===== config.mk =====
export PLATFORM = sky130hd
export DESIGN_NAME = thor_decode_unit
export DESIGN_NICKNAME = d
export VERILOG_FILES = /design/src/thor_isa_pkg.sv /design/src/thor_decode_pkg.sv /design/src/thor_const_gen.sv /design/src/thor_ctrl_class.sv /design/src/thor_decode_unit.sv /design/src/thor_reg_spec.sv
export SDC_FILE = /design/constraint.sdc
export NUM_CORES = 1
export LEC_CHECK = 0
export ABC_AREA = 1
export CAP_MARGIN = 40
export CORE_AREA = 8 8 215 217
export DETAILED_ROUTE_END_ITERATION = 12
export DIE_AREA = 0 0 223 225
export DONT_BUFFER_PORTS = 1
export PLACE_DENSITY = 0.52
export SETUP_SLACK_MARGIN = 0.02
export SYNTH_ARGS = -nofsm -noshare
export SYNTH_HDL_FRONTEND = slang
export SYNTH_HIERARCHICAL = 1
export SYNTH_SLANG_ARGS = --single-unit
export TNS_END_PERCENT = 5

===== constraint.sdc =====
create_clock -name clk -period 10.55 [get_ports clk]
set_clock_uncertainty 0.15 [all_clocks]
set_input_delay 2.11 -clock clk [delete_from_list [all_inputs] [get_ports clk]]
set_output_delay 2.11 -clock clk [all_outputs]
set_load 0.02 [all_outputs]

===== src/thor_isa_pkg.sv =====
// Instruction set layout for the decoder: word widths, opcode values and field positions
`default_nettype none

package thor_isa_pkg;

	// ============================================================
	// Word and field widths
	// ============================================================
	localparam int INSN_W   = 48;
	localparam int PREFIX_W = 48;
	localparam int REG_W    = 5;
	localparam int OPC_W    = 8;

	typedef logic [INSN_W-1:0] insn_t;

	typedef enum logic [OPC_W-1:0] {
		R2    = 8'h02,
		R3    = 8'h03,
		ADDI  = 8'h04,
		ANDI  = 8'h08,
		ORI   = 8'h09,
		XORI  = 8'h0A,
		JMP   = 8'h20,
		JEQ   = 8'h26,
		JNE   = 8'h27,
		EXI8  = 8'h50,
		EXI24 = 8'h52,
		LDB   = 8'h80,
		LDBU  = 8'h81,
		LDW   = 8'h82,
		LDWU  = 8'h83,
		LDO   = 8'h86,
		STB   = 8'h90,
		STW   = 8'h91,
		STO   = 8'h93,
		NOP   = 8'hF1
	} opcode_e;

	// ============================================================
	// Field positions
	// ============================================================
	localparam int OPC_LSB = 0;
	// Stores reuse the Rt slot as the source register Rs
	localparam int RT_LSB  = 9;
	localparam int RA_LSB  = 14;
	localparam int RB_LSB  = 19;
	localparam int RC_LSB  = 24;

	// Immediate of ri forms, also the load/store displacement
	localparam int IMM_LSB = 19;
	localparam int IMM_W   = 13;

	// Conditional branch target
	localparam int JXX_TGT_LSB = 28;
	localparam int JXX_TGT_W   = 20;

	// Unconditional jump target
	localparam int JMP_TGT_LSB = 16;
	localparam int JMP_TGT_W   = 32;

	// Prefix payload starts at bit 9, with bit 0 as its lowest bit
	localparam int PFX_LSB    = 9;
	localparam int PFX_LO_BIT = 0;
	localparam int EXI8_W     = 8;
	localparam int EXI24_W    = 24;

	// Low part of the immediate that survives a prefix
	localparam int IMM_KEEP_W = 24;

	// Link register, used as Ra by JMP
	localparam logic [REG_W-1:0] LINK_REG = 5'd26;

	function automatic opcode_e opcode_of(input insn_t word);
		opcode_of = opcode_e'(word[OPC_LSB +: OPC_W]);
	endfunction

endpackage

`default_nettype wire


===== src/thor_decode_pkg.sv =====
// Request and decode record types exchanged between the decode unit and its requester
`default_nettype none

package thor_decode_pkg;

	// Widest constant the decode record can carry
	localparam int VALUE_MAX = 128;

	typedef enum logic [1:0] {
		byt  = 2'd0,
		wyde = 2'd1,
		octa = 2'd2
	} mem_size_e;

	// One decode request: instruction plus optional EXI prefix
	typedef struct packed {
		thor_isa_pkg::insn_t                   insn;
		logic [thor_isa_pkg::PREFIX_W-1:0]     prefix;
		logic                                  prefix_valid;
	} decode_req_t;

	// ============================================================
	// Registered decode record
	// ============================================================
	typedef struct packed {
		logic [thor_isa_pkg::REG_W-1:0] ra;
		logic [thor_isa_pkg::REG_W-1:0] rb;
		logic [thor_isa_pkg::REG_W-1:0] rc;
		logic [thor_isa_pkg::REG_W-1:0] rt;
		logic                           rfwr;
		logic                           ld;
		logic                           ldz;
		logic                           st;
		mem_size_e                      memsz;
		logic                           jmp;
		logic                           jxx;
		// Upper bits above the active width are a sign copy
		logic [VALUE_MAX-1:0]           imm;
		logic [VALUE_MAX-1:0]           jmptgt;
	} decode_out_t;

endpackage

`default_nettype wire


===== src/thor_const_gen.sv =====
// Immediate and branch target formation with EXI prefix extension; combinational
`timescale 1ns/1ps
`default_nettype none

module thor_const_gen #(
	parameter int VALUE_W = 64
) (
	input  wire  thor_isa_pkg::insn_t                  insn,
	input  wire  thor_isa_pkg::insn_t                  prefix,
	input  wire                                        prefix_valid,
	output logic [thor_decode_pkg::VALUE_MAX-1:0]      imm,
	output logic [thor_decode_pkg::VALUE_MAX-1:0]      jmptgt
);

	import thor_isa_pkg::*;
	import thor_decode_pkg::*;

	opcode_e              opc;
	logic [IMM_W-1:0]     imm_field;
	logic [VALUE_W-1:0]   imm_base;
	logic [VALUE_W-1:0]   imm_ext;
	logic [VALUE_W-1:0]   tgt;

	assign opc       = opcode_of(insn);
	assign imm_field = insn[IMM_LSB +: IMM_W];

	// ============================================================
	// Base immediate
	// ============================================================
	always_comb
	begin
		case (opc)
		ADDI, LDB, LDBU, LDW, LDWU, LDO, STB, STW, STO:
			imm_base = VALUE_W'($signed(imm_field));
		ANDI:
			// Ones to the left so the mask leaves upper bits alone
			imm_base = {{(VALUE_W-IMM_W){1'b1}}, imm_field};
		ORI, XORI:
			imm_base = VALUE_W'(imm_field);
		default:
			imm_base = '0;
		endcase
	end

	// Prefix supplies the bits above the low 24
	always_comb
	begin
		imm_ext = imm_base;
		if (prefix_valid)
		begin
			case (opcode_of(prefix))
			EXI8:
				imm_ext = VALUE_W'($signed({prefix[PFX_LSB +: EXI8_W-1],
					prefix[PFX_LO_BIT], imm_base[IMM_KEEP_W-1:0]}));
			EXI24:
				imm_ext = VALUE_W'($signed({prefix[PFX_LSB +: EXI24_W-1],
					prefix[PFX_LO_BIT], imm_base[IMM_KEEP_W-1:0]}));
			default:
				imm_ext = imm_base;
			endcase
		end
	end

	// ============================================================
	// Branch target, halfword scaled
	// ============================================================
	always_comb
	begin
		case (opc)
		JEQ, JNE:
			tgt = VALUE_W'($signed({insn[JXX_TGT_LSB +: JXX_TGT_W], 1'b0}));
		default:
			tgt = VALUE_W'($signed({insn[JMP_TGT_LSB +: JMP_TGT_W], 1'b0}));
		endcase
	end

	// Widen to the record width
	assign imm    = VALUE_MAX'($signed(imm_ext));
	assign jmptgt = VALUE_MAX'($signed(tgt));

endmodule

`default_nettype wire


===== src/thor_ctrl_class.sv =====
// Control classification of an instruction: write-back, memory access and flow change
`timescale 1ns/1ps
`default_nettype none

module thor_ctrl_class (
	input  wire  thor_isa_pkg::insn_t      insn,
	output logic                           rfwr,
	output logic                           ld,
	output logic                           ldz,
	output logic                           st,
	output logic                           jmp,
	output logic                           jxx,
	output thor_decode_pkg::mem_size_e     memsz
);

	import thor_isa_pkg::*;
	import thor_decode_pkg::*;

	opcode_e opc;

	assign opc = opcode_of(insn);

	// Register file update
	always_comb
	begin
		case (opc)
		R2, R3:
			rfwr = 1'b1;
		ADDI, ANDI, ORI, XORI:
			rfwr = 1'b1;
		LDB, LDBU, LDW, LDWU, LDO:
			rfwr = 1'b1;
		default:
			rfwr = 1'b0;
		endcase
	end

	// ============================================================
	// Memory access
	// ============================================================
	always_comb
	begin
		case (opc)
		LDB, LDBU, LDW, LDWU, LDO:
			ld = 1'b1;
		default:
			ld = 1'b0;
		endcase

		// Unsigned loads zero fill
		case (opc)
		LDBU, LDWU:
			ldz = 1'b1;
		default:
			ldz = 1'b0;
		endcase

		case (opc)
		STB, STW, STO:
			st = 1'b1;
		default:
			st = 1'b0;
		endcase

		case (opc)
		LDB, LDBU, STB:
			memsz = byt;
		LDW, LDWU, STW:
			memsz = wyde;
		default:
			memsz = octa;
		endcase
	end

	// Flow change
	always_comb
	begin
		case (opc)
		JMP:
			jmp = 1'b1;
		default:
			jmp = 1'b0;
		endcase

		case (opc)
		JEQ, JNE:
			jxx = 1'b1;
		default:
			jxx = 1'b0;
		endcase
	end

endmodule

`default_nettype wire


===== src/thor_decode_unit.sv =====
// Decoder top level; four-phase req/ack handshake around the registered decode record
`timescale 1ns/1ps
`default_nettype none

module thor_decode_unit #(
	parameter int VALUE_W = 64
) (
	input  wire                                  clk,
	input  wire                                  reset,
	input  wire                                  req,
	output logic                                 ack,
	input  wire  thor_decode_pkg::decode_req_t   request,
	output thor_decode_pkg::decode_out_t         decode
);

	import thor_isa_pkg::*;
	import thor_decode_pkg::*;

	typedef enum logic [1:0] {
		st_idle,
		st_busy,
		st_done
	} hs_state_e;

	hs_state_e              state;
	decode_req_t            req_q;
	decode_out_t            dec_next;
	logic [REG_W-1:0]       ra;
	logic [REG_W-1:0]       rb;
	logic [REG_W-1:0]       rc;
	logic [REG_W-1:0]       rt;
	logic [VALUE_MAX-1:0]   imm;
	logic [VALUE_MAX-1:0]   jmptgt;
	logic                   rfwr;
	logic                   ld;
	logic                   ldz;
	logic                   st;
	logic                   jmp;
	logic                   jxx;
	mem_size_e              memsz;

	// ============================================================
	// Handshake controller
	// ============================================================
	always_ff @(posedge clk)
	begin
		if (reset)
		begin
			state <= st_idle;
			ack   <= 1'b0;
		end
		else
		begin
			case (state)
			st_idle:
				if (req)
					state <= st_busy;
			st_busy:
				state <= st_done;
			st_done:
				// Record is loaded here, ack follows a cycle later and holds while req is high
				if (!ack)
					ack <= 1'b1;
				else if (!req)
				begin
					ack   <= 1'b0;
					state <= st_idle;
				end
			default:
				state <= st_idle;
			endcase
		end
	end

	// Input capture and output record
	always_ff @(posedge clk)
	begin
		if (state == st_idle && req)
			req_q <= request;
		if (state == st_busy)
			decode <= dec_next;
	end

	// ============================================================
	// Decode datapath
	// ============================================================
	thor_reg_spec u_reg_spec (
		.insn (req_q.insn),
		.ra   (ra),
		.rb   (rb),
		.rc   (rc),
		.rt   (rt)
	);

	thor_const_gen #(
		.VALUE_W (VALUE_W)
	) u_const_gen (
		.insn         (req_q.insn),
		.prefix       (req_q.prefix),
		.prefix_valid (req_q.prefix_valid),
		.imm          (imm),
		.jmptgt       (jmptgt)
	);

	thor_ctrl_class u_ctrl_class (
		.insn  (req_q.insn),
		.rfwr  (rfwr),
		.ld    (ld),
		.ldz   (ldz),
		.st    (st),
		.jmp   (jmp),
		.jxx   (jxx),
		.memsz (memsz)
	);

	always_comb
	begin
		dec_next.ra     = ra;
		dec_next.rb     = rb;
		dec_next.rc     = rc;
		dec_next.rt     = rt;
		dec_next.rfwr   = rfwr;
		dec_next.ld     = ld;
		dec_next.ldz    = ldz;
		dec_next.st     = st;
		dec_next.memsz  = memsz;
		dec_next.jmp    = jmp;
		dec_next.jxx    = jxx;
		dec_next.imm    = imm;
		dec_next.jmptgt = jmptgt;
	end

endmodule

`default_nettype wire


===== src/thor_reg_spec.sv =====
// Register specifier selection; combinational, one instance in the decode unit
`timescale 1ns/1ps
`default_nettype none

module thor_reg_spec (
	input  wire  thor_isa_pkg::insn_t             insn,
	output logic [thor_isa_pkg::REG_W-1:0]        ra,
	output logic [thor_isa_pkg::REG_W-1:0]        rb,
	output logic [thor_isa_pkg::REG_W-1:0]        rc,
	output logic [thor_isa_pkg::REG_W-1:0]        rt
);

	import thor_isa_pkg::*;

	opcode_e opc;

	assign opc = opcode_of(insn);

	always_comb
	begin
		// JMP saves the return address through the link register
		case (opc)
		JMP:
			ra = LINK_REG;
		default:
			ra = insn[RA_LSB +: REG_W];
		endcase

		rb = insn[RB_LSB +: REG_W];

		// Store data comes from the Rs slot
		case (opc)
		STB, STW, STO:
			rc = insn[RT_LSB +: REG_W];
		default:
			rc = insn[RC_LSB +: REG_W];
		endcase

		// Target register, zero when nothing is written back
		case (opc)
		STB, STW, STO:
			rt = '0;
		JMP, JEQ, JNE:
			rt = '0;
		EXI8, EXI24:
			rt = '0;
		default:
			rt = insn[RT_LSB +: REG_W];
		endcase
	end

endmodule

`default_nettype wire

==> metrics.csv <==
stage,metric,value,unit
timing,setup TNS,0,ns
critical_path,CP Capture Type,output port,
timing,fin crit share,0.317,
clock_network,CTS tree,done,
route,Pre-antenna DRT Iters,4,
finish,fin util,0.342,
floorplan,Die Span Y,225,um
route,final wirelength,27.9,mm
critical_path,Setup CP Type,flip-flop to output port,
power,Tot Pwr,3.19,mW
clock_network,worst-skew pair later-pin latency,0.55,ns
clock_network,Resize count post-CTS,0,
timing,final count of pins violating max slew,0,
placement,pre-CTS setup slack,6.86,ns
route,vias per std cell,4.36,
timing,max frequency,299,MHz
grt,total track usage,0.104,
finish,layout cells sized above 1,0.170,
finish,Total Nets Final,840,
clock_network,Hold Buf Count CTS,0,
flow_run,max_cap viols,0,
power,P_leak,5.05,nW
grt,initial antenna violation count,5,
clock_network,htree depth,2,
timing,final setup violation count,0,
placement,Post-DP HPWL,18.7,mm
finish,Non-Filler Instances,1317,
critical_path,required time worst endpoint,8.29,ns
grt,vias in the first global route,5506,
timing,Slew @ Worst Pin,0.903,ns
floorplan,Core ar.,0.0427,mm2
route,total number of vias,5738,
timing,Final Hold Vio Count,0,
placement,dpl cells,1246,
clock_network,"Setup Fix Bufs, Post-CTS",0,
logic_synthesis,post-synthesis cell count,900,
route,WL/cell,21.1,um
route,wl on met1,11.0,mm
critical_path,startpoint types,flip-flop,
logic_synthesis,Ys Warns,6,
logic_synthesis,area of the mapped netlist,0.0142,mm2
clock_network,total CTS buffers,38,
critical_path,worst-path fanout max,1,
clock_network,clock buffer depth,3,
floorplan,DIE WIDTH,223,um
clock_network,Clock transition at path regs,0.07,ns
critical_path,crit path DAT,1.09,ns
placement,placer congestion estimate,0.729,
power,Max rail drop VDD,130,uV
logic_synthesis,Synth Net Count,1000,
placement,Port Buffer Count,0,
route,max layer used,met5,
clock_network,clock root cell,clkbuf_16,
timing,Final WS setup,7.20,ns
outcome,status,completed,
logic_synthesis,Syn Area/Cell,15.8,um2
placement,Placed Area,0.0134,mm2
finish,final instance area,0.0146,mm2
min_path,Hold Crit Depth,0,
floorplan,die area,0.0502,mm2
timing,Worst slew margin,0.398,
grt,global-route wire length before repair,38.6,mm
route,met3 wire len,2.77,mm
finish,Layout fillers,3962,
min_path,min-delay worst type,flip-flop to flip-flop,
route,ANT nets after route,0,
finish,Area Growth Syn to Fin,2.84,%
grt,GR Overflow Total,0,
floorplan,Cell Rows,76,
route,met2 wire len,13.5,mm
route,drt initial violations,354,
floorplan,Initial Util,0.332,
floorplan,Ports,385,
clock_network,# clock sinks,366,
timing,final hold slack,0.321,ns
timing,RSZ-0062 raised after global routing,no,
timing,min Tclk post-route,3.35,ns
route,# DRC,0,
critical_path,WP depth,0,
critical_path,FF-to-FF path depth,4,
grt,pin count of the biggest net entering global routing,169,
power,PwrDens,219,mW/mm2
-- registers in the layout, indices dropped and copies added (netlist names) --
name / flops
decode: 284
req_q: 79
state: 2
ack: 1
-- placed cells by master (no fill, tap or decap), drive strengths merged, types with 8 or more instances in the layout --
cell type	n
a21boi	8
clkbuf	51
clkinv	12
edfxtp	363
inv	59
nand2	136
nand3	28
nor2	26
nor3	15
o21ai	34
-- per-layer routing --
| metal | up-vias | GRT usage |
|---|---|---|
| li1 | 2638 | - |
| met3 | 44 | 0.0527 |
| met2 | 252 | 0.169 |
| met1 | 2800 | 0.115 |
| met4 | 4 | 0.0414 |
| met5 | - | 0 |
-- report_power, final --
| group | leakage, nW | internal, mW | switching [mW] | total (mW) |
|---|---|---|---|---|
| Combinational | 1.11 | 0.0189 | 0.0744 | 0.0933 |
| Sequential | 3.38 | 1.71 | 0.115 | 1.82 |
| Clock | 0.567 | 0.745 | 0.533 | 1.28 |
| Total | 5.05 | 2.47 | 0.723 | 3.19 |
-- layout make-up --
class | instances | area (um2) | area share
Clock buffer | 51 | 1000 | 0.0685
Sequential cell | 366 | 11000 | 0.751
Inverter | 59 | 234 | 0.0160
Timing Repair Buffer | 7 | 77.6 | 0.00532
Multi-Input combinational cell | 268 | 1440 | 0.0989
Antenna cell | 2 | 5.00 | 0.000343
Tap cell | 546 | 683 | 0.0468
Clock inverter | 18 | 189 | 0.0129
-- final timing paths --
check	startpoint	to	slack, ns
max	decode[28]	decode[28]	7.20
min	req_q[69]	decode[275]	0.32
max reg2reg	state[1]	decode[265]	7.88
min reg2reg	req_q[69]	decode[275]	0.32
No activity file was read; power rests on OpenSTA's default activity.
